### src/hw/zx_pkg.sv
`default_nettype none

package zx_pkg;

	// ====================
	// Memory map
	// ====================

	// One 16 KB bank
	localparam int BANK_AW = 14;

	// RAM pages 0..7 sit at physical banks 0..7
	localparam int RAM_BANKS = 8;

	// Two ROM pages at banks 8 and 9
	localparam int ROM_BANK0 = 8;

	// Tape buffer base, room above it depends on the physical width
	localparam int TAPE_BANK = 12;

	// ====================
	// I/O ports
	// ====================

	// Kempston joystick, low address byte
	localparam logic [7:0] PORT_KEMPSTON = 8'h1F;

	// Floating bus value for undecoded reads
	localparam logic [7:0] IO_IDLE = 8'hFF;

	// Winner of the shared RAM in a given cycle
	typedef enum logic [1:0] {
		SRC_LOADER = 2'd0,
		SRC_TAPE   = 2'd1,
		SRC_CPU    = 2'd2,
		SRC_NONE   = 2'd3
	} bus_src_e;

endpackage

`default_nettype wire
### src/hw/mem_arbiter.sv
`timescale 1ns/1ps
`default_nettype none

module mem_arbiter #(
	parameter int PHYS_AW = 18
) (
	input wire clk_sys,
	input wire reset,

	// Z80 bus
	input wire [15:0] addr,
	input wire [7:0] cpu_dout,
	input wire mreq,
	input wire iorq,
	input wire rd,
	input wire wr,

	// Loader
	input wire ioctl_download,
	input wire ioctl_wr,
	input wire [15:0] ioctl_addr,
	input wire [7:0] ioctl_index,
	input wire [7:0] ioctl_dout,

	// Tape buffer reader
	input wire tape_req,
	input wire [15:0] tape_addr,

	input wire rom_page,
	input wire [$clog2(zx_pkg::RAM_BANKS)-1:0] ram_page,
	input wire [7:0] io_dout,
	input wire [7:0] ram_dout,

	output logic [PHYS_AW-1:0] ram_addr,
	output logic [7:0] ram_din,
	output logic ram_we,
	output logic [7:0] cpu_din,
	output logic [7:0] tape_data,
	output logic cpu_hold
);
	import zx_pkg::*;

	localparam int BANK_W = PHYS_AW - BANK_AW;
	localparam logic [PHYS_AW-1:0] ROM_BASE = PHYS_AW'(ROM_BANK0) << BANK_AW;
	localparam logic [PHYS_AW-1:0] TAPE_BASE = PHYS_AW'(TAPE_BANK) << BANK_AW;

	bus_src_e src;
	bus_src_e src_q;
	logic [BANK_W-1:0] cpu_bank;
	logic cpu_wr_ok;
	logic mem_rd_q;
	logic [7:0] cpu_din_q;
	logic [7:0] tape_data_q;

	// ====================
	// Grant and mapping
	// ====================

	// Loader over tape over Z80
	always_comb begin
		if (ioctl_download) src = SRC_LOADER;
		else if (tape_req) src = SRC_TAPE;
		else if (mreq) src = SRC_CPU;
		else src = SRC_NONE;
	end

	// 16 KB slot to physical bank
	always_comb begin
		case (addr[15:14])
			2'd0: cpu_bank = BANK_W'(ROM_BANK0) + BANK_W'(rom_page);
			2'd1: cpu_bank = BANK_W'(5);
			2'd2: cpu_bank = BANK_W'(2);
			default: cpu_bank = BANK_W'(ram_page);
		endcase
	end

	// ROM slot is read only for the Z80
	assign cpu_wr_ok = mreq & wr & (addr[15:14] != 2'd0);

	always_comb begin
		ram_addr = {cpu_bank, addr[BANK_AW-1:0]};
		ram_din = cpu_dout;
		ram_we = 1'b0;
		case (src)
			SRC_LOADER: begin
				ram_addr = ((ioctl_index != 8'd0) ? TAPE_BASE : ROM_BASE) + PHYS_AW'(ioctl_addr);
				ram_din = ioctl_dout;
				ram_we = ioctl_wr;
			end
			SRC_TAPE: ram_addr = TAPE_BASE + PHYS_AW'(tape_addr);
			SRC_CPU: ram_we = cpu_wr_ok;
			SRC_NONE: ram_we = 1'b0;
			default: ram_we = 1'b0;
		endcase
	end

	// BUSRQ for the whole download
	assign cpu_hold = ioctl_download;

	// ====================
	// Read return
	// ====================

	always_ff @(posedge clk_sys) begin
		if (reset) begin
			src_q <= SRC_NONE;
			mem_rd_q <= 1'b0;
		end else begin
			src_q <= src;
			mem_rd_q <= mreq & rd & (src != SRC_LOADER);
		end
	end

	// Hold registers keep the last returned byte
	always_ff @(posedge clk_sys) begin
		cpu_din_q <= (iorq & rd) ? io_dout : cpu_din;
		tape_data_q <= tape_data;
	end

	// A Z80 read that lost to the tape sees the tape byte
	assign cpu_din = mem_rd_q ? ram_dout : cpu_din_q;
	assign tape_data = (src_q == SRC_TAPE) ? ram_dout : tape_data_q;

endmodule

`default_nettype wire

### config.mk
export PLATFORM = sky130hd
export DESIGN_NAME = mem_arbiter
export DESIGN_NICKNAME = d
export VERILOG_FILES = /design/src/hw/zx_pkg.sv /design/src/hw/mem_arbiter.sv
export SDC_FILE = /design/constraint.sdc
export NUM_CORES = 1
export LEC_CHECK = 0
export ABC_CLOCK_PERIOD_IN_PS = 1250
export BUFFER_PORTS_ARGS = -buffer_cell sky130_fd_sc_hd__buf_2
export CAP_MARGIN = 5
export CORE_MARGIN = 2
export CORE_UTILIZATION = 33
export DETAILED_ROUTE_END_ITERATION = 10
export PLACE_DENSITY = 0.8
export SLEW_MARGIN = 25
export SYNTH_ARGS = -nofsm -noshare
export SYNTH_HDL_FRONTEND = slang
export SYNTH_SLANG_ARGS = --single-unit
### constraint.sdc
create_clock -name clk_sys -period 1.25 [get_ports clk_sys]
set_clock_uncertainty 0.05 [all_clocks]
set_input_delay 0.1875 -clock clk_sys [delete_from_list [all_inputs] [get_ports clk_sys]]
set_output_delay 0.1875 -clock clk_sys [all_outputs]
set_load 0.02 [all_outputs]
Word-level counts from Yosys, hierarchy flattened
Index checks and enable logic that the tools add are counted.
W data, S select, Z words.
{"block": "totals", "ff_bits": 19, "output_inout_bits": 44, "word_cells": 33, "inputBits": 101}
{"block": "classes", "eq_ne": 5, "n_reduce_logical": 5, "n_addsub": 3, "muxes": 11, "n_bitwise": 5}
{"op": "$pmux W18 S2", "n": 1}
{"op": "$mux W8", "n": 4}
{"op": "$add A17 B17 Y18 const A", "n": 1}
{"op": "$add A18 B16 Y18", "n": 1}
{"op": "$mux W17", "n": 1}
{"op": "$pmux W4 S3", "n": 1}
{"op": "$reduce_bool A8 Y1", "n": 1}
{"op": "$eq A2 B1 Y1 const B", "n": 3}
{"op": "$and A1 B1 Y1", "n": 5}
{"op": "$add A4 B1 Y4 const A", "n": 1}
{"op": "$eq A2 B2 Y1 const B", "n": 2}
{"op": "$logic_not A2 Y1", "n": 2}
{"op": "$mux W2", "n": 2}
{"op": "$reduce_bool A2 Y1", "n": 2}
{"op": "$pmux W1 S2", "n": 1}
{"op": "$mux W1", "n": 1}

Logic depth before layout (Yosys ltp)
{"block": "depth", "word_depth": 5, "ltp_mapped": 4, "depth_no_buf": 3}

Worst setup path before layout
No wires, ideal clock.
{"block": "synth_path", "kind": "input -> output", "start": "input port tape_req", "end": "output port ram_we", "setup_slack_ns": -0.341, "cell_stages": 4, "t_arrival_ns": 1.354, "required_time_ns": 1.013, "path_buffers": 1, "path_cell_list": "buf_2 -> nor2_1 -> o21ai_0 -> o21ai_0"}
{"block": "synth_between", "elab_chain_cells": 4, "word_cells_on_any_way": 5, "classes_between": "eq/ne: 1; mux: 3; reduce/logical: 1"}
{"item": "start, declared", "line": "mem_arbiter.sv:26", "text": "input wire tape_req,"}
{"item": "$mux W2 *", "line": "mem_arbiter.sv:62", "text": "else if (tape_req) src = SRC_TAPE;"}
{"item": "$mux W2 *", "line": "mem_arbiter.sv:61", "text": "if (ioctl_download) src = SRC_LOADER;"}
{"item": "$eq A2 B2 Y1 / $logic_not A2 Y1 (equally long branches)", "line": "mem_arbiter.sv:84", "text": "case (src)"}
{"item": "$pmux W1 S2 *", "line": "mem_arbiter.sv:84"}
{"item": "end, declared", "line": "mem_arbiter.sv:36", "text": "output logic ram_we,"}
Mark *: on every way between the ends. The rest lies on a longest branch, timed or not.

Worst setup path in the final report
{"block": "layout_path", "start": "register src_q[0]", "end": "output port tape_data[6]"}
{"block": "layout_between", "elab_chain_cells": 2}
{"item": "start, declared", "line": "mem_arbiter.sv:48", "text": "bus_src_e src_q;"}
{"item": "start signal, assigned", "line": "mem_arbiter.sv:109", "text": "src_q <= src;"}
{"item": "$eq A2 B1 Y1", "line": "mem_arbiter.sv:122", "text": "assign tape_data = (src_q == SRC_TAPE) ? ram_dout : tape_data_q;"}
{"item": "$mux W8", "line": "mem_arbiter.sv:122"}
{"item": "end, declared", "line": "mem_arbiter.sv:38", "text": "output logic [7:0] tape_data,"}
Every way passes these cells.

==> out/qor.csv <==
metric,value,unit
Die X,65.3,um
Clock Tree Buf Depth,2,
fin crit period,1570,ps
layout cells sized above 1,71.0,%
"Distinct cells, synth",22,
initial DRC count,67,
Syn Nets,231,
Multi-input gate area,858,um^2
Max stage delay on crit path,320,ps
busiest grt layer,met2,
die area,0.00426,mm^2
first-pass GRT wire length,6820,um
crit-path max FO,8,
crit share post-route,126,%
Yosys warnings,0,
Num CTS Buffers,3,
failing checks,setup timing,
Setup CP Type,flop to primary output,
hold buffer count at cts,0,
Root Buffer,clkbuf_8,
Reg power frac,32.1,%
clock transition at the registers of the reported paths,60,ps
"FF+latch count, synth",19,
fin nets,385,
Area growth syn-to-layout,89.2,%
CTS tree,yes,
routed vias,1510,
routing usage on met2,41.8,%
crit path cell chain,"nor2b_4, buf_8, mux2_4, buf_6",
sw frac,32.2,%
Worst Path Arrival,1330,ps
Max Slew Vio Count,0,
clock sinks,19,
critical path endpoint category,primary output,
Total GRT Usage,20.6,%
status,finished with violations,
post-route ant nets,0,
Placer Congestion,0.771,
vias in the first global route,1511,
vias per cell,4.56,
Post-DP HPWL,3470,um
M1 GR Usage,19.7,%
Setup WS pre-CTS,-84.4,ps
drt drc,0,
"Design Area, Final",0.00235,mm^2
# H-tree levels,1,
CORE AREA,0.00363,mm^2
f_max,0.637,GHz
Crit path max-delay family,flip-flops,
WP data required,1010,ps
number of diodes,0,
met3 Track Usage GR,4.45,%
Tot Pwr,2.30,mW
worst path bufs/invs,2,
Cells after Synth,130,
mean post-synth cell area,9.54,um^2
"Seq/Total Area, Yosys",30.7,%
Post-Syn Area,0.00124,mm^2
Placed Instance Area,0.00208,mm^2
most frequent cells in the layout,"buf_2, buf_6, nand2_1, mux2_4, dfxtp_1",
max_slew headroom,73.1,%
Final Hold Fails,0,
clock network fraction of total power,18.3,%
P_int,1.56,mW
power share of the combinational group,49.6,%
Ports,145,
Worst-Margin Slew,402,ps
CP startpoint kind,flop,
Initial Util,34.1,%
Psw,740,uW
Worst VDD drop,0.000410,V
CP max-delay cell,dfxtp_2,
final setup vio count,17,
final wirelength,4420,um
RSZ-0062 raised after global routing,yes,
"most common cell after layout, fill and taps aside",buf_2,
Worst-Skew Late Latency,250,ps
Max Cap Viol,0,
global route overflow,0,
initial antenna violation count,0,
Port Buffer Count,144,
Register Area,383,um^2
P_leak,1.27,nW
HP Class,input pin to flop,
Die Ht,65.3,um
row count,22,
DRT Pass-1 Iters,4,
pin count of the biggest net entering global routing,25,
Routed WL per cell,13.3,um
# fillers,313,
Pwr Density,981,mW/mm^2
Setup WS post-layout,-320,ps
metal layers:
metal  wire [um]  up-vias
li1            -      768
met1        1540      650
met2        2430       81
met3         348       11
met4         104        0
met5           0        -
logic make-up after synthesis:
family	after synthesis	synth area share [%]
AO/OA/AOI/OAI	25	11.2
buffers and inverters	12	5.15
flip-flops	19	30.7
multiplexers	46	42.8
AND/OR/NAND/NOR	28	10.2
worst paths after layout:
| check | from | to | slack (ps) | depth (start not counted) |
|---|---|---|---|---|
| setup reg to reg | mem_rd_q$_SDFF_PP0_ | cpu_din_q[4]$_DFF_P_ | -60 | 4 |
| hold / removal | reset | mem_rd_q$_SDFF_PP0_ | 80 | 2 |
| setup / recovery | src_q[0]$_SDFF_PP1_ | tape_data[6] | -320 | 4 |
| hold reg to reg | tape_data_q[1]$_DFF_P_ | tape_data_q[1]$_DFF_P_ | 440 | 1 |
registers in the layout (all words and copies together) (netlist names):
| signal | flops |
|---|---|
| mem_rd_q | 1 |
| cpu_din_q | 8 |
| tape_data_q | 8 |
| src_q | 2 |
repair_timing:
| item | in CTS | in global routing |
|---|---|---|
| gates cloned | 0 | 0 |
| endpoints found under the setup margin | 18 | 24 |
| gates resized for setup | 51 | 10 |
| buffers inserted | 3 | 0 |
stage by stage:
stage,std cells,utilization (%),hold WS [ps],TNS (ps)
CTS,331,63.8,66.5,-3700
detailed placement,324,57.3,346,-585
global route,331,64.6,68.8,-4720
global placement,324,57.3,337,-505
floorplan,130,-,215,-127
finish,331,64.6,75.3,-3860
synth_stat cells:
library cell	n	area (um^2)
buf_4	1	7.51
nor4bb_1	1	10.0
dfxtp_1	19	380
a22o_1	1	8.76
or2_2	1	6.26
nor4_1	2	12.5
inv_1	2	7.51
mux2i_1	14	140
buf_2	6	30.0
nor2b_1	3	18.8
clkbuf_1	1	3.75
o21ai_0	19	95.1
nor2_1	2	7.51
o31a_1	1	8.76
mux2_2	24	270
nand2_1	19	71.3
mux2_4	8	120
buf_6	1	11.3
buf_1	1	3.75
a21oi_1	2	10.0
o21bai_1	1	7.51
a32oi_1	1	8.76
power groups by stage:
stage	Combinational (mW)	Sequential, mW	Clock (mW)
after floorplan	0.546	0.732	0
after global placement	0.889	0.735	0
after detailed placement	0.911	0.742	0
after CTS	1.12	0.733	0.424
after global routing	1.21	0.744	0.467
final	1.14	0.738	0.422
layout make-up:
type                            count  area share [%]
Timing Repair Buffer              159            42.3
Multi-Input combinational cell     99            36.6
Sequential cell                    19            16.3
Tap cell                           48            2.56
Clock buffer                        4            1.92
Inverter                            2           0.320
No activity file was read; power rests on OpenSTA's default activity.
