`config.mk`:
```
export PLATFORM = sky130hd
export DESIGN_NAME = page_regs
export DESIGN_NICKNAME = d
export VERILOG_FILES = /design/src/hw/zx_pkg.sv /design/src/hw/page_regs.sv
export SDC_FILE = /design/constraint.sdc
export NUM_CORES = 1
export LEC_CHECK = 0
export ABC_AREA = 1
export BUFFER_PORTS_ARGS = -buffer_cell sky130_fd_sc_hd__buf_2
export CORE_AREA = 2 2 39 41
export DETAILED_ROUTE_END_ITERATION = 6
export DIE_AREA = 0 0 41 43
export HOLD_SLACK_MARGIN = 0.06
export PLACE_DENSITY = 0.68
export SLEW_MARGIN = 20
export SYNTH_ARGS = -nofsm -noshare
export SYNTH_HDL_FRONTEND = slang
export SYNTH_SLANG_ARGS = --single-unit
```
`constraint.sdc`:
```
create_clock -name clk_sys -period 1.1 [get_ports clk_sys]
set_input_delay 0.055 -clock clk_sys [delete_from_list [all_inputs] [get_ports clk_sys]]
set_output_delay 0.055 -clock clk_sys [all_outputs]
set_load 0.02 [all_outputs]
```
`src/hw/zx_pkg.sv`:
```
`default_nettype none

package zx_pkg;

	// ====================
	// Memory map
	// ====================

	// One 16 KB bank
	localparam int BANK_AW = 14;

	// RAM pages 0..7 sit at physical banks 0..7
	localparam int RAM_BANKS = 8;

	// Two ROM pages at banks 8 and 9
	localparam int ROM_BANK0 = 8;

	// Tape buffer base, room above it depends on the physical width
	localparam int TAPE_BANK = 12;

	// ====================
	// I/O ports
	// ====================

	// Kempston joystick, low address byte
	localparam logic [7:0] PORT_KEMPSTON = 8'h1F;

	// Floating bus value for undecoded reads
	localparam logic [7:0] IO_IDLE = 8'hFF;

	// Winner of the shared RAM in a given cycle
	typedef enum logic [1:0] {
		SRC_LOADER = 2'd0,
		SRC_TAPE   = 2'd1,
		SRC_CPU    = 2'd2,
		SRC_NONE   = 2'd3
	} bus_src_e;

endpackage

`default_nettype wire
```
`src/hw/page_regs.sv`:
```
`timescale 1ns/1ps
`default_nettype none

module page_regs (
	input wire clk_sys,
	input wire reset,

	// Z80 bus
	input wire [15:0] addr,
	input wire [7:0] cpu_dout,
	input wire iorq,
	input wire wr,

	// Plain 48K machine, paging frozen
	input wire mode_48,

	output logic rom_page,
	output logic [$clog2(zx_pkg::RAM_BANKS)-1:0] ram_page
);

	// ====================
	// Decode
	// ====================

	logic io_wr;
	logic io_wr_q;
	logic page_sel;
	logic page_lock;
	logic page_load;

	// Full 7FFD register, bits 3, 6 and 7 are kept but not used here
	logic [7:0] page_reg;

	assign io_wr = iorq & wr;

	// Partial decode, A15 and A1 low
	assign page_sel = ~addr[15] & ~addr[1];

	// Bit 5 locks paging until the next reset
	assign page_lock = page_reg[5] | mode_48;

	// Rising edge of the decoded write
	assign page_load = io_wr & ~io_wr_q & page_sel & ~page_lock;

	// ====================
	// Register
	// ====================

	always_ff @(posedge clk_sys) begin
		if (reset) begin
			io_wr_q <= 1'b0;
			page_reg <= 8'h00;
		end else begin
			io_wr_q <= io_wr;
			if (page_load) begin
				page_reg <= cpu_dout;
			end
		end
	end

	// ====================
	// Outputs
	// ====================

	// RAM page at C000
	assign ram_page = page_reg[2:0];

	// 48K BASIC ROM forced in 48K mode
	assign rom_page = page_reg[4] | mode_48;

endmodule

`default_nettype wire

```
=== Word level (Yosys, flattened, before mapping) ===
Cells that the tools add are included.

* Bitwise gates (word level): 11

{| class="wikitable"
|+ Operator list
! kind !! count
|-
| $and A1 B1 Y1 || 5
|-
| $not A1 Y1 || 4
|-
| $or A1 B1 Y1 || 2
|}

* Bits in registers: 7
* Output and inout port bits: 4
* Logic and storage cells: 13

=== Logic depth before layout (Yosys ltp) ===
Gate-level depths: netlist of run 1.

* Word-level depth: 4
* Depth in mapped cells: 5

=== Least setup slack after synthesis of run 1 ===
Ideal clock, no wire load.

* Path type: register to register
* From: register page_reg[5]
* To: register page_reg[0]
* Library setup time: 113 ps
* Data arrival time: 712 ps
* Required time: 987 ps
* Slack: 275 ps
* Cell stages (with the launch flop): 5
* Buffers on the path: 0
* Path through: dfxtp_1 -> nor2_1 -> nand4_1 -> nand2_1 -> nor2_1

* Cells in the longest elaborated chain, start to end: 3

{| class="wikitable"
|+ Ends and longest elaborated chain
! element !! line !! RTL
|-
| start: declaration || page_regs.sv:32 || <nowiki>logic [7:0] page_reg;</nowiki>
|-
| start signal: assignment || page_regs.sv:56 || <nowiki>page_reg <= cpu_dout;</nowiki>
|-
| $or A1 B1 Y1 || page_regs.sv:40 || <nowiki>assign page_lock = page_reg[5] | mode_48;</nowiki>
|-
| $not A1 Y1 || page_regs.sv:43 || <nowiki>assign page_load = io_wr & ~io_wr_q & page_sel & ~page_lock;</nowiki>
|-
| $and A1 B1 Y1 || page_regs.sv:43 ||
|}

No other way between the ends.
A chain may end at the register's enable or synchronous reset.

=== Final worst setup path of run 1 ===
* From: register page_reg[4]
* To: output rom_page

* Cells in the longest elaborated chain, start to end: 1

{| class="wikitable"
|+ Ends and longest elaborated chain
! element !! line !! RTL
|-
| $or A1 B1 Y1 || page_regs.sv:69 || <nowiki>assign rom_page = page_reg[4] | mode_48;</nowiki>
|-
| end: declaration || page_regs.sv:17 || <nowiki>output logic rom_page,</nowiki>
|}

No other way between the ends.

==> impl_metrics.tcl, run 1 <==
set metrics [dict create \
    slowest_delay_ns 0.30 \
    hold_violations 0 \
    via_per_inst 4.04 \
    wirelength_um 599 \
    synth_nets 73 \
    cp_max_fo 2 \
    rsz0062_at_grt "false" \
    avgRoutedWirePerCell_um 7.88 \
    syn_area_sq_um 317 \
    final_cell_area_sq_um 422 \
    timing.final.crit_share_pct 93.7 \
    finalSetupViolCount 0 \
    antenna_cells 0 \
    drive_gt1_share_pct 40.0 \
    cts_setup_buffers 0 \
    status "completed" \
    powerDensity_mw_per_mm2 1180 \
    largest_reg_flops 5 \
    clkTransAtPathRegs_ns 0.05 \
    grt_usage_pct 8.53 \
    synth-seq-cells 6 \
    maxSlewHeadroom_pct 80.5 \
    first_pass_iters 4 \
    grt-ovfl-total 0 \
    p_leak_nw 0.213 \
    num_rows 14 \
    crit_required_ns 1.04 \
    grt_max_degree 7 \
    cts_tree "yes" \
    end_kind "output port" \
    drc_errors 0 \
    start_kind "flop" \
    crit_chain "or2_2, buf_2" \
    numCtsBuffers 3 \
    yosysSeqAreaShare_pct 37.9 \
    ys_warn_count 0 \
    cts.sinks 6 \
    clockRootBuffer "clkbuf_4" \
    drtIter0Drc 9 \
    die_h_um 43 \
    start_util_pct 22.9 \
    gp_congestion 0.730 \
    core_area_sq_mm 0.00138 \
    grt_pass1_vias 223 \
    die-area_sq_mm 0.00176 \
    htree_levels 1 \
    tightest_slew_ns 0.291 \
    place_hpwl_um 503 \
    syn_inst 44 \
    ant_nets 0 \
    max-cap-violations 0 \
    clock.fmax_ghz 0.970 \
    critPathSlowestCell "dfxtp_1" \
    syn2layout_area_growth_pct 33.2 \
    nNetsFinal 91 \
    crit_family "flip-flops" \
    ys_types 12 \
    die_w_um 41 \
    peakVddDrop_mv 0.435 \
    clk-insertion-delay-late_ns 0.24 \
    regToRegSetupSlack_ns 0.16 \
    finalSetupTns_ns 0 \
    port_buffers 15 \
    cts_max_path_buffers 2 \
    slew_violations 0 \
    hold_path_class "input port to flop" \
    antenna_found_initial 0 \
    setup.worst_path.class "flop to output port" \
    critPathArrivalTime_ns 0.98 \
    finClkSkew_ns 0.00443 \
    crit_buf_inv 1 \
    place_area_sq_um 389 \
    pin_count 33 \
    cts_hold_buf 1 \
    post-route-min-period_ns 1.03 \
    avgSynthCellArea_sq_um 7.19 \
    cts_resized 0 \
    grt_pass1_wl_um 924 \
    vias 307 \
]
## worst reg2reg max path, stage by stage (launching register included)
cell and delay [ns]:
dfxtp_1 0.32, nor2_1 0.26, nand4_1 0.14, nand2_1 0.07, nor2_1 0.04
## layout make-up
class | instances | area, sq um
fillers | 156 | 962
flip-flops and latches | 6 | 120
inverters | 7 | 26.3
repair buffers | 16 | 85.1
multi-input cells | 28 | 148
clock buffers | 3 | 22.5
well taps | 16 | 20.0
## cells in the mapped netlist (all sizes together)
library cell	instances	area share (%)
buf	3	7.1
inv	7	8.3
dfxtp	6	38
nand2	6	7.9
nor2	14	22
nand4	5	9.9
or2	1	2.0
a21oi	1	1.6
nand3	1	3.2
## power breakdown
part	leakage, nW	switching, W	total [W]	internal (W)
sequential	0.0486	0.00000237	0.000226	0.000223
combinational	0.151	0.0000405	0.0000729	0.0000324
clock	0.0138	0.0000753	0.000198	0.000123
## per-layer routing
| layer | part of all wire [%] | global-route usage [%] | vias up |
|---|---|---|---|
| met5 | 0 | 0 | - |
| met4 | 5.0 | 10.0 | 0 |
| met3 | 12 | 4.71 | 4 |
| met2 | 43 | 8.75 | 14 |
| met1 | 41 | 10.6 | 122 |
| li1 | - | - | 167 |
## placed cells by master (no fill, tap or decap), drive strengths merged
cell type    instances
a21oi                1
buf                 15
clkbuf               3
dfxtp                6
dlygate4sd3          1
inv                  7
nand2                6
nand3                1
nand4                5
nor2                14
or2                  1
## path summary, 6_finish.rpt
path / endpoint / cells after the start / from
hold / removal: page_reg[5] / 3 / cpu_dout[5]
hold reg to reg: page_reg[4] / 2 / page_reg[4]
setup / recovery: rom_page / 2 / page_reg[4]
setup reg to reg: page_reg[2] / 4 / page_reg[5]
## through the flow
step,hold WS [ns],total power [W],setup WS (ns),cells,utilization (%)
finish,0.0802,0.000497,0.0688,76,30.5
global route,0.0729,0.000533,0.0386,76,30.5
CTS,0.0779,0.000505,0.0597,76,30.5
detailed placement,0.251,0.000301,0.188,72,28.1
global placement,0.249,0.000300,0.189,72,28.1
floorplan,0.124,0.000270,0.275,44,-
## logic make-up (layout without fill, tap and decap cells)
logic type,after synthesis,after routing,synth area share (%)
flip-flops,6,6,37.9
buffers and inverters,10,26,15.4
AO/OA/AOI/OAI,1,1,1.58
AND/OR/NAND/NOR,27,27,45.1
Power figures use the tool's default switching activity.
==> inputs of run 2 (changes only) <==
PLACE_DENSITY = 0.67   (was 0.68)
SETUP_SLACK_MARGIN = 0.15   (was not set)
==> impl_metrics.tcl, run 2 (same netlist as run 1, synthesis figures left out) <==
set metrics [dict create \
    largest_reg_flops 5 \
    power_frac_seq_pct 44.1 \
    p_clk_share_pct 40.1 \
    hold_path_class "input port to flop" \
    p_leak_nw 0.221 \
    critPathArrivalTime_ns 0.90 \
    whs_ns 0.0988 \
    final_cells 77 \
    port_buffers 15 \
    avgRoutedWirePerCell_um 8.13 \
    cts_max_path_buffers 2 \
    finalSetupViolCount 0 \
    post-route-min-period_ns 0.951 \
    grt_max_degree 7 \
    wirelength_um 626 \
    swShare_pct 24.7 \
    peakVddDrop_mv 0.384 \
    antenna_found_initial 0 \
    htree_levels 1 \
    start_kind "flop" \
    clk-insertion-delay-late_ns 0.24 \
    core_area_sq_mm 0.00138 \
    cts_tree "yes" \
    switching_power_w 0.000127 \
    place_hpwl_um 522 \
    slew_violations 0 \
    intPower_w 0.000386 \
    die_w_um 41 \
    p_comb_share_pct 15.9 \
    cp_max_fo 2 \
    numCtsBuffers 3 \
    layout_commonest_cell "buf_2" \
    status "completed" \
    grt_usage_pct 9.45 \
    die_h_um 43 \
    finClkSkew_ns 0.00304 \
    grt-ovfl-total 0 \
    maxSlewHeadroom_pct 86.6 \
    max-cap-violations 0 \
    vias 334 \
    nNetsFinal 92 \
    powerDensity_mw_per_mm2 1150 \
    grt_pass1_vias 270 \
    fillers 162 \
    clkTransAtPathRegs_ns 0.05 \
    via_per_inst 4.34 \
    place_area_sq_um 389 \
    finalSetupTns_ns 0 \
    rsz0062_at_grt "true" \
    ant_nets 0 \
    end_kind "output port" \
    syn2layout_area_growth_pct 40.7 \
    crit_required_ns 1.04 \
    finalPower_w 0.000512 \
    grt_pass1_wl_um 1000 \
    tightest_slew_ns 0.201 \
    hold_violations 0 \
    cts.sinks 6 \
    pin_count 33 \
    antenna_cells 0 \
    die-area_sq_mm 0.00176 \
    gp_congestion 0.746 \
    final_cell_area_sq_um 445 \
    placed_cells 72 \
    timing.final.crit_share_pct 86.4 \
    setup.worst_path.class "flop to output port" \
    drive_gt1_share_pct 44.3 \
    start_util_pct 22.9 \
    clockRootBuffer "clkbuf_4" \
    drc_errors 0 \
    drtIter0Drc 14 \
    clock.fmax_ghz 1.05 \
    first_pass_iters 2 \
    layout_common_cells "buf_2 (14), nor2_1 (10), inv_1 (7)" \
    num_rows 14 \
]
-- run 2: changes by cell type in the layout (fill, tap and decap cells not counted), sizes merged --
cell / change
dlygate4sd3: +1
-- run 2: area by class of cell --
| cell class | count | area [sq um] | share of cell area [%] |
|---|---|---|---|
| Sequential cell | 6 | 123 | 27.5 |
| Tap cell | 16 | 20.0 | 4.49 |
| Inverter | 7 | 26.3 | 5.90 |
| Timing Repair Buffer | 17 | 101 | 22.8 |
| Multi-Input combinational cell | 28 | 153 | 34.3 |
| Clock buffer | 3 | 22.5 | 5.06 |
-- run 2: worst max-delay path, stage by stage (launching register included) --
cell and delay, ns:
dfxtp_2 0.31, or2_4 0.22, buf_6 0.13
-- run 2: layer usage --
layer | vias up | global-route usage (%) | wire length (um)
met3 | 2 | 7.85 | 65
met4 | 0 | 8.00 | 12
li1 | 170 | - | -
met5 | - | 0 | 0
met2 | 13 | 12.2 | 307
met1 | 149 | 9.03 | 241
-- run 2: worst paths after layout --
check / from / to / slack [ns] / depth (start not counted)
worst max-delay path: page_reg[4] / rom_page / 0.15 / 2
worst min-delay path: wr / io_wr_q / 0.1 / 3
worst max register to register: io_wr_q / page_reg[4] / 0.22 / 5
worst min register to register: page_reg[5] / page_reg[5] / 0.46 / 2
-- run 2: power by group through the flow --
stage	Combinational [W]	Clock, W	Sequential [W]
2_1_floorplan	0.0000414	0	0.000229
3_3_place_gp	0.0000703	0	0.000229
3_5_place_dp	0.0000717	0	0.000229
4_1_cts	0.0000789	0.000210	0.000226
5_1_grt	0.0000904	0.000232	0.000226
6_report	0.0000814	0.000205	0.000226
-- run 2: what timing repair did --
item | CTS | global route
gates resized for setup | 4 | 2
setup buffers | 0 | 0
endpoints found under the hold margin | 2 | 1
hold buffers | 1 | 1
endpoints found under the setup margin | 1 | 6
pin swaps | 1 | 2
-- run 2: metrics by stage --
stage / utilization [%] / setup slack (ns)
final: 32.2 / 0.149
after global routing: 32.2 / 0.119
after CTS: 31.2 / 0.141
after detailed placement: 28.1 / 0.170
after global placement: 28.1 / 0.201
after floorplan: - / 0.275
