### config.mk
export PLATFORM = sky130hd
export DESIGN_NAME = io_ports
export DESIGN_NICKNAME = d
export VERILOG_FILES = /design/src/hw/zx_pkg.sv /design/src/hw/io_ports.sv
export SDC_FILE = /design/constraint.sdc
export NUM_CORES = 1
export LEC_CHECK = 0
export BUFFER_PORTS_ARGS = -buffer_cell sky130_fd_sc_hd__buf_2
export CAP_MARGIN = 20
export CORE_UTILIZATION = 28
export CTS_CLUSTER_SIZE = 20
export DETAILED_ROUTE_END_ITERATION = 16
export GPL_TIMING_DRIVEN = 0
export PLACE_DENSITY = 0.85
export SYNTH_ARGS = -nofsm -noshare
export SYNTH_HDL_FRONTEND = slang
export SYNTH_SLANG_ARGS = --single-unit
### constraint.sdc
create_clock -name clk_sys -period 1.35 [get_ports clk_sys]
set_input_delay 0.135 -clock clk_sys [delete_from_list [all_inputs] [get_ports clk_sys]]
set_output_delay 0.135 -clock clk_sys [all_outputs]
set_load 0.01 [all_outputs]
### src/hw/zx_pkg.sv
`default_nettype none

package zx_pkg;

	// ====================
	// Memory map
	// ====================

	// One 16 KB bank
	localparam int BANK_AW = 14;

	// RAM pages 0..7 sit at physical banks 0..7
	localparam int RAM_BANKS = 8;

	// Two ROM pages at banks 8 and 9
	localparam int ROM_BANK0 = 8;

	// Tape buffer base, room above it depends on the physical width
	localparam int TAPE_BANK = 12;

	// ====================
	// I/O ports
	// ====================

	// Kempston joystick, low address byte
	localparam logic [7:0] PORT_KEMPSTON = 8'h1F;

	// Floating bus value for undecoded reads
	localparam logic [7:0] IO_IDLE = 8'hFF;

	// Winner of the shared RAM in a given cycle
	typedef enum logic [1:0] {
		SRC_LOADER = 2'd0,
		SRC_TAPE   = 2'd1,
		SRC_CPU    = 2'd2,
		SRC_NONE   = 2'd3
	} bus_src_e;

endpackage

`default_nettype wire
### src/hw/io_ports.sv
`timescale 1ns/1ps
`default_nettype none

module io_ports (
	input wire clk_sys,
	input wire reset,

	// Z80 bus
	input wire [15:0] addr,
	input wire [7:0] cpu_dout,
	input wire iorq,
	input wire rd,
	input wire wr,

	// Inputs read back through the ports
	input wire [4:0] key_data,
	input wire ear_in,
	input wire [5:0] joy,

	output logic [7:0] io_dout,
	output logic [2:0] border,
	output logic ear_out,
	output logic mic_out
);
	import zx_pkg::*;

	logic ula_we;
	logic ula_we_q;

	// ULA answers on any even port
	assign ula_we = iorq & wr & ~addr[0];

	// ====================
	// Port FE write
	// ====================

	always_ff @(posedge clk_sys) begin
		if (reset) begin
			ula_we_q <= 1'b0;
			border <= 3'd0;
			ear_out <= 1'b0;
			mic_out <= 1'b0;
		end else begin
			ula_we_q <= ula_we;
			// Act once per write cycle
			if (ula_we & ~ula_we_q) begin
				border <= cpu_dout[2:0];
				ear_out <= cpu_dout[4];
				mic_out <= cpu_dout[3];
			end
		end
	end

	// ====================
	// Read decode
	// ====================

	// Kempston checked first, 1F is odd anyway
	always_comb begin
		io_dout = IO_IDLE;
		if (iorq & rd) begin
			if (addr[7:0] == PORT_KEMPSTON) begin
				io_dout = {2'b00, joy};
			end else if (~addr[0]) begin
				io_dout = {1'b1, ear_in, 1'b1, key_data};
			end
		end
	end

endmodule

`default_nettype wire

==> Word-level counts from Yosys, hierarchy flattened <==
Cells that the tools add are included.
{ "word_totals": {"out_inout_bits": 13, "register_bits": 6, "romBits": 0, "latchBits": 0, "memories": 0, "mem_bits_rw": 0} }
{ "op_classes": {"n_addsub": 0, "n_reduce_logical": 0, "multipliers": 0, "n_lt_le_gt_ge": 0, "div": 0, "n_eq_ne": 1, "n_shift": 0, "bitwise_logic": 6, "mux": 3} }
{ "op_table": {"columns": ["op", "count"], "rows": [
  ["8-bit two-way mux", 2],
  ["8-bit by 5-bit equality test with 1-bit output, second input constant", 1],
  ["7-bit two-way mux", 1],
  ["1-bit bitwise AND", 4],
  ["1-bit inverter", 2]
]} }

==> Depth between registers and ports, before layout <==
Gate-level depths: netlist of run 1.
{ "depth": {"word_depth": 3, "ltp_mapped": 5} }

==> Worst setup path after synthesis of run 1 <==
OpenSTA, ideal clock, no wires.
{ "synth_path": {"path_type": "input -> output", "start": "in addr[0]", "end": "out io_dout[5]", "setup_slack_ps": 169, "path_buffers": 1, "cell_stages": 4, "t_arrival_ps": 1046, "required_ps": 1215, "path_cell_list": "buf_6 -> nand2_4 -> nor4_4 -> or3b_1"} }
{ "synth_between": {"elab_chain_len": 3} }
{ "synth_lines": {"columns": ["item", "line", "source"], "rows": [
  ["start, declared", "io_ports.sv:9", "input wire [15:0] addr,"],
  ["8-bit by 5-bit equality test with 1-bit output", "io_ports.sv:62", "if (addr[7:0] == PORT_KEMPSTON) begin"],
  ["8-bit two-way mux", "io_ports.sv:62", null],
  ["8-bit two-way mux", "io_ports.sv:61", "if (iorq & rd) begin"],
  ["end, declared", "io_ports.sv:20", "output logic [7:0] io_dout,"]
]} }
Every way passes these cells.

==> Worst setup path in the final report of run 1 <==
{ "layout_path": {"start": "in addr[5]", "end": "out io_dout[5]"} }
Same word-level chain as after synthesis.

==> metrics, run 1 <==
run status complete, no violations; die footprint around 0.0015 sq mm; count of cell types in the netlist 16; area of combinational cells with multiple inputs roughly 230 sq um; global-route track usage on met2 0.233; dominant cell type by count on the critical path buf_2; clock sink count 6; min-delay worst type input port to flop; number of nets in the layout 132; number of detailed-route iterations in the first pass 2; Syn Area/Cell 8.47 sq um; nature of the critical path endpoint output pin; Top Family by Delay on Critical Path simple AND/OR/NAND/NOR gates; number of rows created at floorplan 12; Final Setup Violations 0; violation count after the first detailed-routing iteration 6; post-CTS clock slew at the launch and capture registers of the worst setup and hold paths around 40 ps; critical path's slowest cell or3b_1; post-DR wirelength/cell 10.6 microns; unrepaired setup endpoints after global routing no; placeable core region around 0.0012 sq mm; antenna violations before repair 0; period utilization 0.925; maximum achievable frequency 801 MHz; vias 476; die width about 38 microns; FF+latch count, synth 6; layout cell share with drive strength beyond 1 0.573; final-layout fill cell count 125; max-slew headroom at the worst pin 0.747; final hold violations 0; portion of the post-synthesis area used by sequential elements 0.322; footprint of the flip-flops and latches 120 sq um; post-detail-place hpwl between 800 and 900 microns; vias in the first global route roughly 370; die outline height between 30 and 40 microns; cells traversed along the worst timing path buf_2, nand4b_1, nor4_4, or3b_1, buf_2; minimum clock period 1250 ps; Root Buffer Master clkbuf_4; Power Total 0.446 mW; GRT Max-Usage Layer met2; number of buffers added on ports between 40 and 50; final global-route overflow total 0; mapped cell area 373 sq um; utilization after layout 0.534; data required time at the worst endpoint 1220 ps; CTS tree yes; routed via count divided by cell count 4.62; combined global-route utilization of all metal layers 0.146; final estimated routing congestion in global placement just under 0.6; worst supply voltage drop on vdd 0.735 mV; Crit Path Category input port to output pin; max-slew violations 0; largest driver fanout on the critical path 2; global-route met1 utilization 0.146; Total Wirelength between 1 and 1.5 mm; transition time at the pin with the least slew margin 380 ps; Maximum Capacitance Violations 0; yosys warns 0; type of element launching the critical path input port; later-pin clock latency in the skew report around 240 ps; number of buffers created by CTS 3; maximum buffer depth of the clock tree 2; net count after synthesis 85; I/O pin total 54; htree depth 1; endpoint arrival time on the critical path 1110 ps; number of design rule violations left after detail routing 0; antenna cell count 0; count of antenna-violating nets left after detailed routing 0; number of buffer and inverter instances along the worst setup path 2; leakage power 0.306 nW; initial standard-cell utilization of the core 0.318; synthesized instance count 44; largest net degree at the start of global routing 11; power density over cell area ~700 mW/mm^2; global routing usage on met3 0.105; layout overhead on the synthesized area 67.8%; Clock Skew about 0.78 ps; Max stage delay on crit path 360 ps; wire length of the first global-routing pass 1.41 mm
==> layout by cell type, fill, tap and decap left out, types with 2 or more instances in the layout <==
cell type   n
clkbuf_4    3
dfxtp_1     6
mux2i_1     5
nor3_1      5
and4bb_2    2
nor2_1     11
buf_2      42
a21oi_1     5
==> synth_stat cells <==
cell,instances,share of area
nor3_1,5,0.067
a21oi_1,5,0.067
mux2i_1,5,0.13
buf_2,1,0.013
buf_6,1,0.030
nand2_1,1,0.010
clkbuf_1,1,0.010
nand3_1,1,0.013
o21bai_1,1,0.020
or3b_1,1,0.023
dfxtp_1,6,0.32
nand4b_1,1,0.023
nor4_4,1,0.057
nand2_4,1,0.030
and4bb_2,2,0.067
nor2_1,11,0.11
==> registers in the layout, indices dropped and copies added (netlist names) <==
name	count
mic_out	1
ear_out	1
border	3
ula_we_q	1
==> cell type report <==
type,count,share of cell area
Sequential cell,6,0.192
Timing Repair Buffer,42,0.340
Multi-Input combinational cell,35,0.372
Buffer,3,0.0320
Clock buffer,3,0.0360
Tap cell,14,0.0280
==> path summary, 6_finish.rpt <==
kind / startpoint / to / slack [ps] / depth (start not counted)
worst max-delay path: addr[5] / io_dout[5] / 100 / 5
worst min register to register: border[0] / border[0] / 490 / 2
worst max register to register: ula_we_q / mic_out / 240 / 4
worst min-delay path: cpu_dout[0] / border[0] / 130 / 3
==> metal layers <==
metal  routed length (microns)  vias up
met1                       436      216
li1                          -      248
met3                        65        0
met2                       587       12
met4                         0        0
met5                         0        -
==> per-stage QoR <==
step | TNS (ps) | worst slack (ps) | instance area [sq um] | hold slack [ps] | std cells
2_1_floorplan | 0 | 169 | 373 | 207 | 44
3_3_place_gp | -87.1 | -87.1 | 596 | 373 | 99
3_5_place_dp | -111 | -111 | 596 | 375 | 99
4_1_cts | 0 | 21.6 | 626 | 125 | 103
5_1_grt | 0 | 52.2 | 626 | 130 | 103
6_report | 0 | 102 | 626 | 129 | 103
==> cells by family (layout without fill, tap and decap cells) <==
kind of cell	count (synthesis)	count (layout)	synth area share
mux	5	5	0.134
buf+inv	3	48	0.0537
flops	6	6	0.322
compound gates	6	6	0.0872
simple gates	24	24	0.403
==> where the power goes <==
part | total (mW) | internal, mW | leakage (nW) | switching (mW)
clock network | 0.160 | 0.100 | 0.0138 | 0.0598
logic | 0.0998 | 0.0545 | 0.243 | 0.0453
registers | 0.186 | 0.184 | 0.0488 | 0.00239
==> tightest hold or removal path, stage by stage <==
cell     delay, ps
buf_2           70
mux2i_1         50
nor2_1          70
==> repair_timing <==
item	4_1_cts	5_1_grt
hold endpoints to repair	0	0
setup endpoints to repair	1	1
resized for setup	0	0
pin swaps	1	1
hold buffers	0	0
setup buffers	1	0
No activity file was read; power rests on OpenSTA's default activity.
==> inputs of run 2 (changes only) <==
PLACE_DENSITY = 0.76   (was 0.85)
==> run 2 against run 1 <==
Compared with the run above: sequential share of layout area is 0.19 points lower; combinational power is 4% higher; count of clock-buffer cells in the layout did not move; register-to-register slack worse by 20 ps; critical path depth unchanged; cell count is the same; cell area up 1.0%; die area stayed put; wire length grew 5.8%; largest cell class unchanged.
==> metrics, run 2 (synthesized netlist as in run 1, its figures left out) <==
run status complete, no violations; Root Buffer Master clkbuf_4; leakage power 0.308 nW; Internal Dissipation 0.341 mW; nature of the critical path endpoint output pin; number of rows created at floorplan 12; Final Setup Violations 0; power density over cell area 721 mW/mm^2; data required time at the worst endpoint 1220 ps; number of nets in the layout 132; utilization after layout 0.540; post-detail-place hpwl approximately 940 microns; initial standard-cell utilization of the core 0.318; post-CTS clock slew at the launch and capture registers of the worst setup and hold paths 50 ps; max-slew headroom at the worst pin 0.740; final global-route overflow total 0; largest net degree at the start of global routing 11; final instance count without filler cells 103; die width 38.5 microns; type of element launching the critical path input port; die outline height 38.5 microns; layout overhead on the synthesized area 69.5%; die footprint between 0.001 and 0.0015 sq mm; proportion of power drawn by combinational gates 0.227; launch instance of the worst register-to-register path ula_we_q; beginning of the critical path addr[5]; Power Total around 0.46 mW; maximum buffer depth of the clock tree 2; register with the highest flop count border; number of buffers added on ports 41; sequential cell fraction of total power 0.408; vias 490; Clock Skew 9.59 ps; number of design rule violations left after detail routing 0; count of antenna-violating nets left after detailed routing 0; I/O pin total 54; post-DR wirelength/cell 11.2 microns; capture instance of the worst register-to-register path border[0]; transition time at the pin with the least slew margin 389 ps; placeable core region between 0.001 and 0.0015 sq mm; Placed Cells 99; worst supply voltage drop on vdd 0.601 mV; wire length of the first global-routing pass 1.52 mm; flop2flop setup slack approximately 220 ps; antenna cell count 0; layout cell share with drive strength beyond 1 0.573; min-delay worst type input port to flop; minimum clock period 1260 ps; antenna violations before repair 0; maximum achievable frequency 793 MHz; commonest non-fill, non-tap cell in the layout buf_2; period utilization 0.934; largest driver fanout on the critical path 2; Total Wirelength 1.15 mm; unrepaired setup endpoints after global routing no; later-pin clock latency in the skew report 250 ps; Clock power frac 0.364; number of detailed-route iterations in the first pass 4; routed via count divided by cell count 4.76; violation count after the first detailed-routing iteration 7; endpoint arrival time on the critical path 1130 ps; final estimated routing congestion in global placement 0.682; Crit Path Category input port to output pin; Largest register FFs 3; clock sink count 6; Maximum Capacitance Violations 0; number of buffers created by CTS 3; max-slew violations 0; capturing instance or port of the critical path io_dout[5]; CTS tree yes; combined global-route utilization of all metal layers 0.162; path depth of the worst reg2reg path 4; commonest non-fill, non-tap cells in the layout 41 x buf_2, 11 x nor2_1, 6 x dfxtp_1; htree depth 1; start point of the worst min-delay path reset; vias in the first global route 367; fraction of power spent switching nets 0.252; final hold violations 0; Switching Power roughly 0.11 mW
[run 2: layer usage]
layer	wire, microns	track usage
met2	652	0.275
met5	0	0
met1	416	0.159
met4	14	0.0776
met3	68	0.0872
[run 2: layout make-up]
cell class	count	area, sq um
Fill cell	115	539
Multi-Input combinational cell	35	233
Timing Repair Buffer	42	219
Sequential cell	6	120
Clock buffer	3	22.5
Buffer	3	20.0
Tap cell	14	17.5
[run 2: power by group through the flow]
stage / sequential [mW] / combinational [mW] / clock (mW)
floorplan: 0.192 / 0.0397 / 0
finish: 0.186 / 0.104 / 0.166
detailed placement: 0.189 / 0.102 / 0
global placement: 0.189 / 0.0983 / 0
CTS: 0.186 / 0.104 / 0.176
global route: 0.186 / 0.112 / 0.190
[run 2: worst min path at each step]
stage                endpoint  slack [ps]  depth (start not counted)
floorplan           border[0]         210                          1
global placement    border[0]         370                          3
detailed placement  border[1]         380                          3
CTS                 border[1]         110                          2
global route        border[1]         120                          2
finish              border[1]         120                          2
[run 2: what timing repair did]
item | CTS | global route
setup buffers | 1 | 0
hold buffers | 0 | 0
setup endpoints to repair | 1 | 1
pin swaps | 1 | 1
resized for setup | 1 | 0
[run 2: critical path, cell delays in order]
cell      delay [ps]
buf_6             90
nand4b_1         220
nor4_4           190
or3b_1           360
buf_2            140
[run 2: stage by stage]
step | hold slack, ps | instance area, sq um | setup slack (ps) | setup TNS [ps]
final | 117 | 632 | 88.9 | 0
after global routing | 122 | 632 | 25.8 | 0
after CTS | 112 | 632 | -0.0131 | -0.0131
after detailed placement | 382 | 596 | -135 | -135
after global placement | 370 | 596 | -72.9 | -72.9
after floorplan | 207 | 373 | 169 | 0
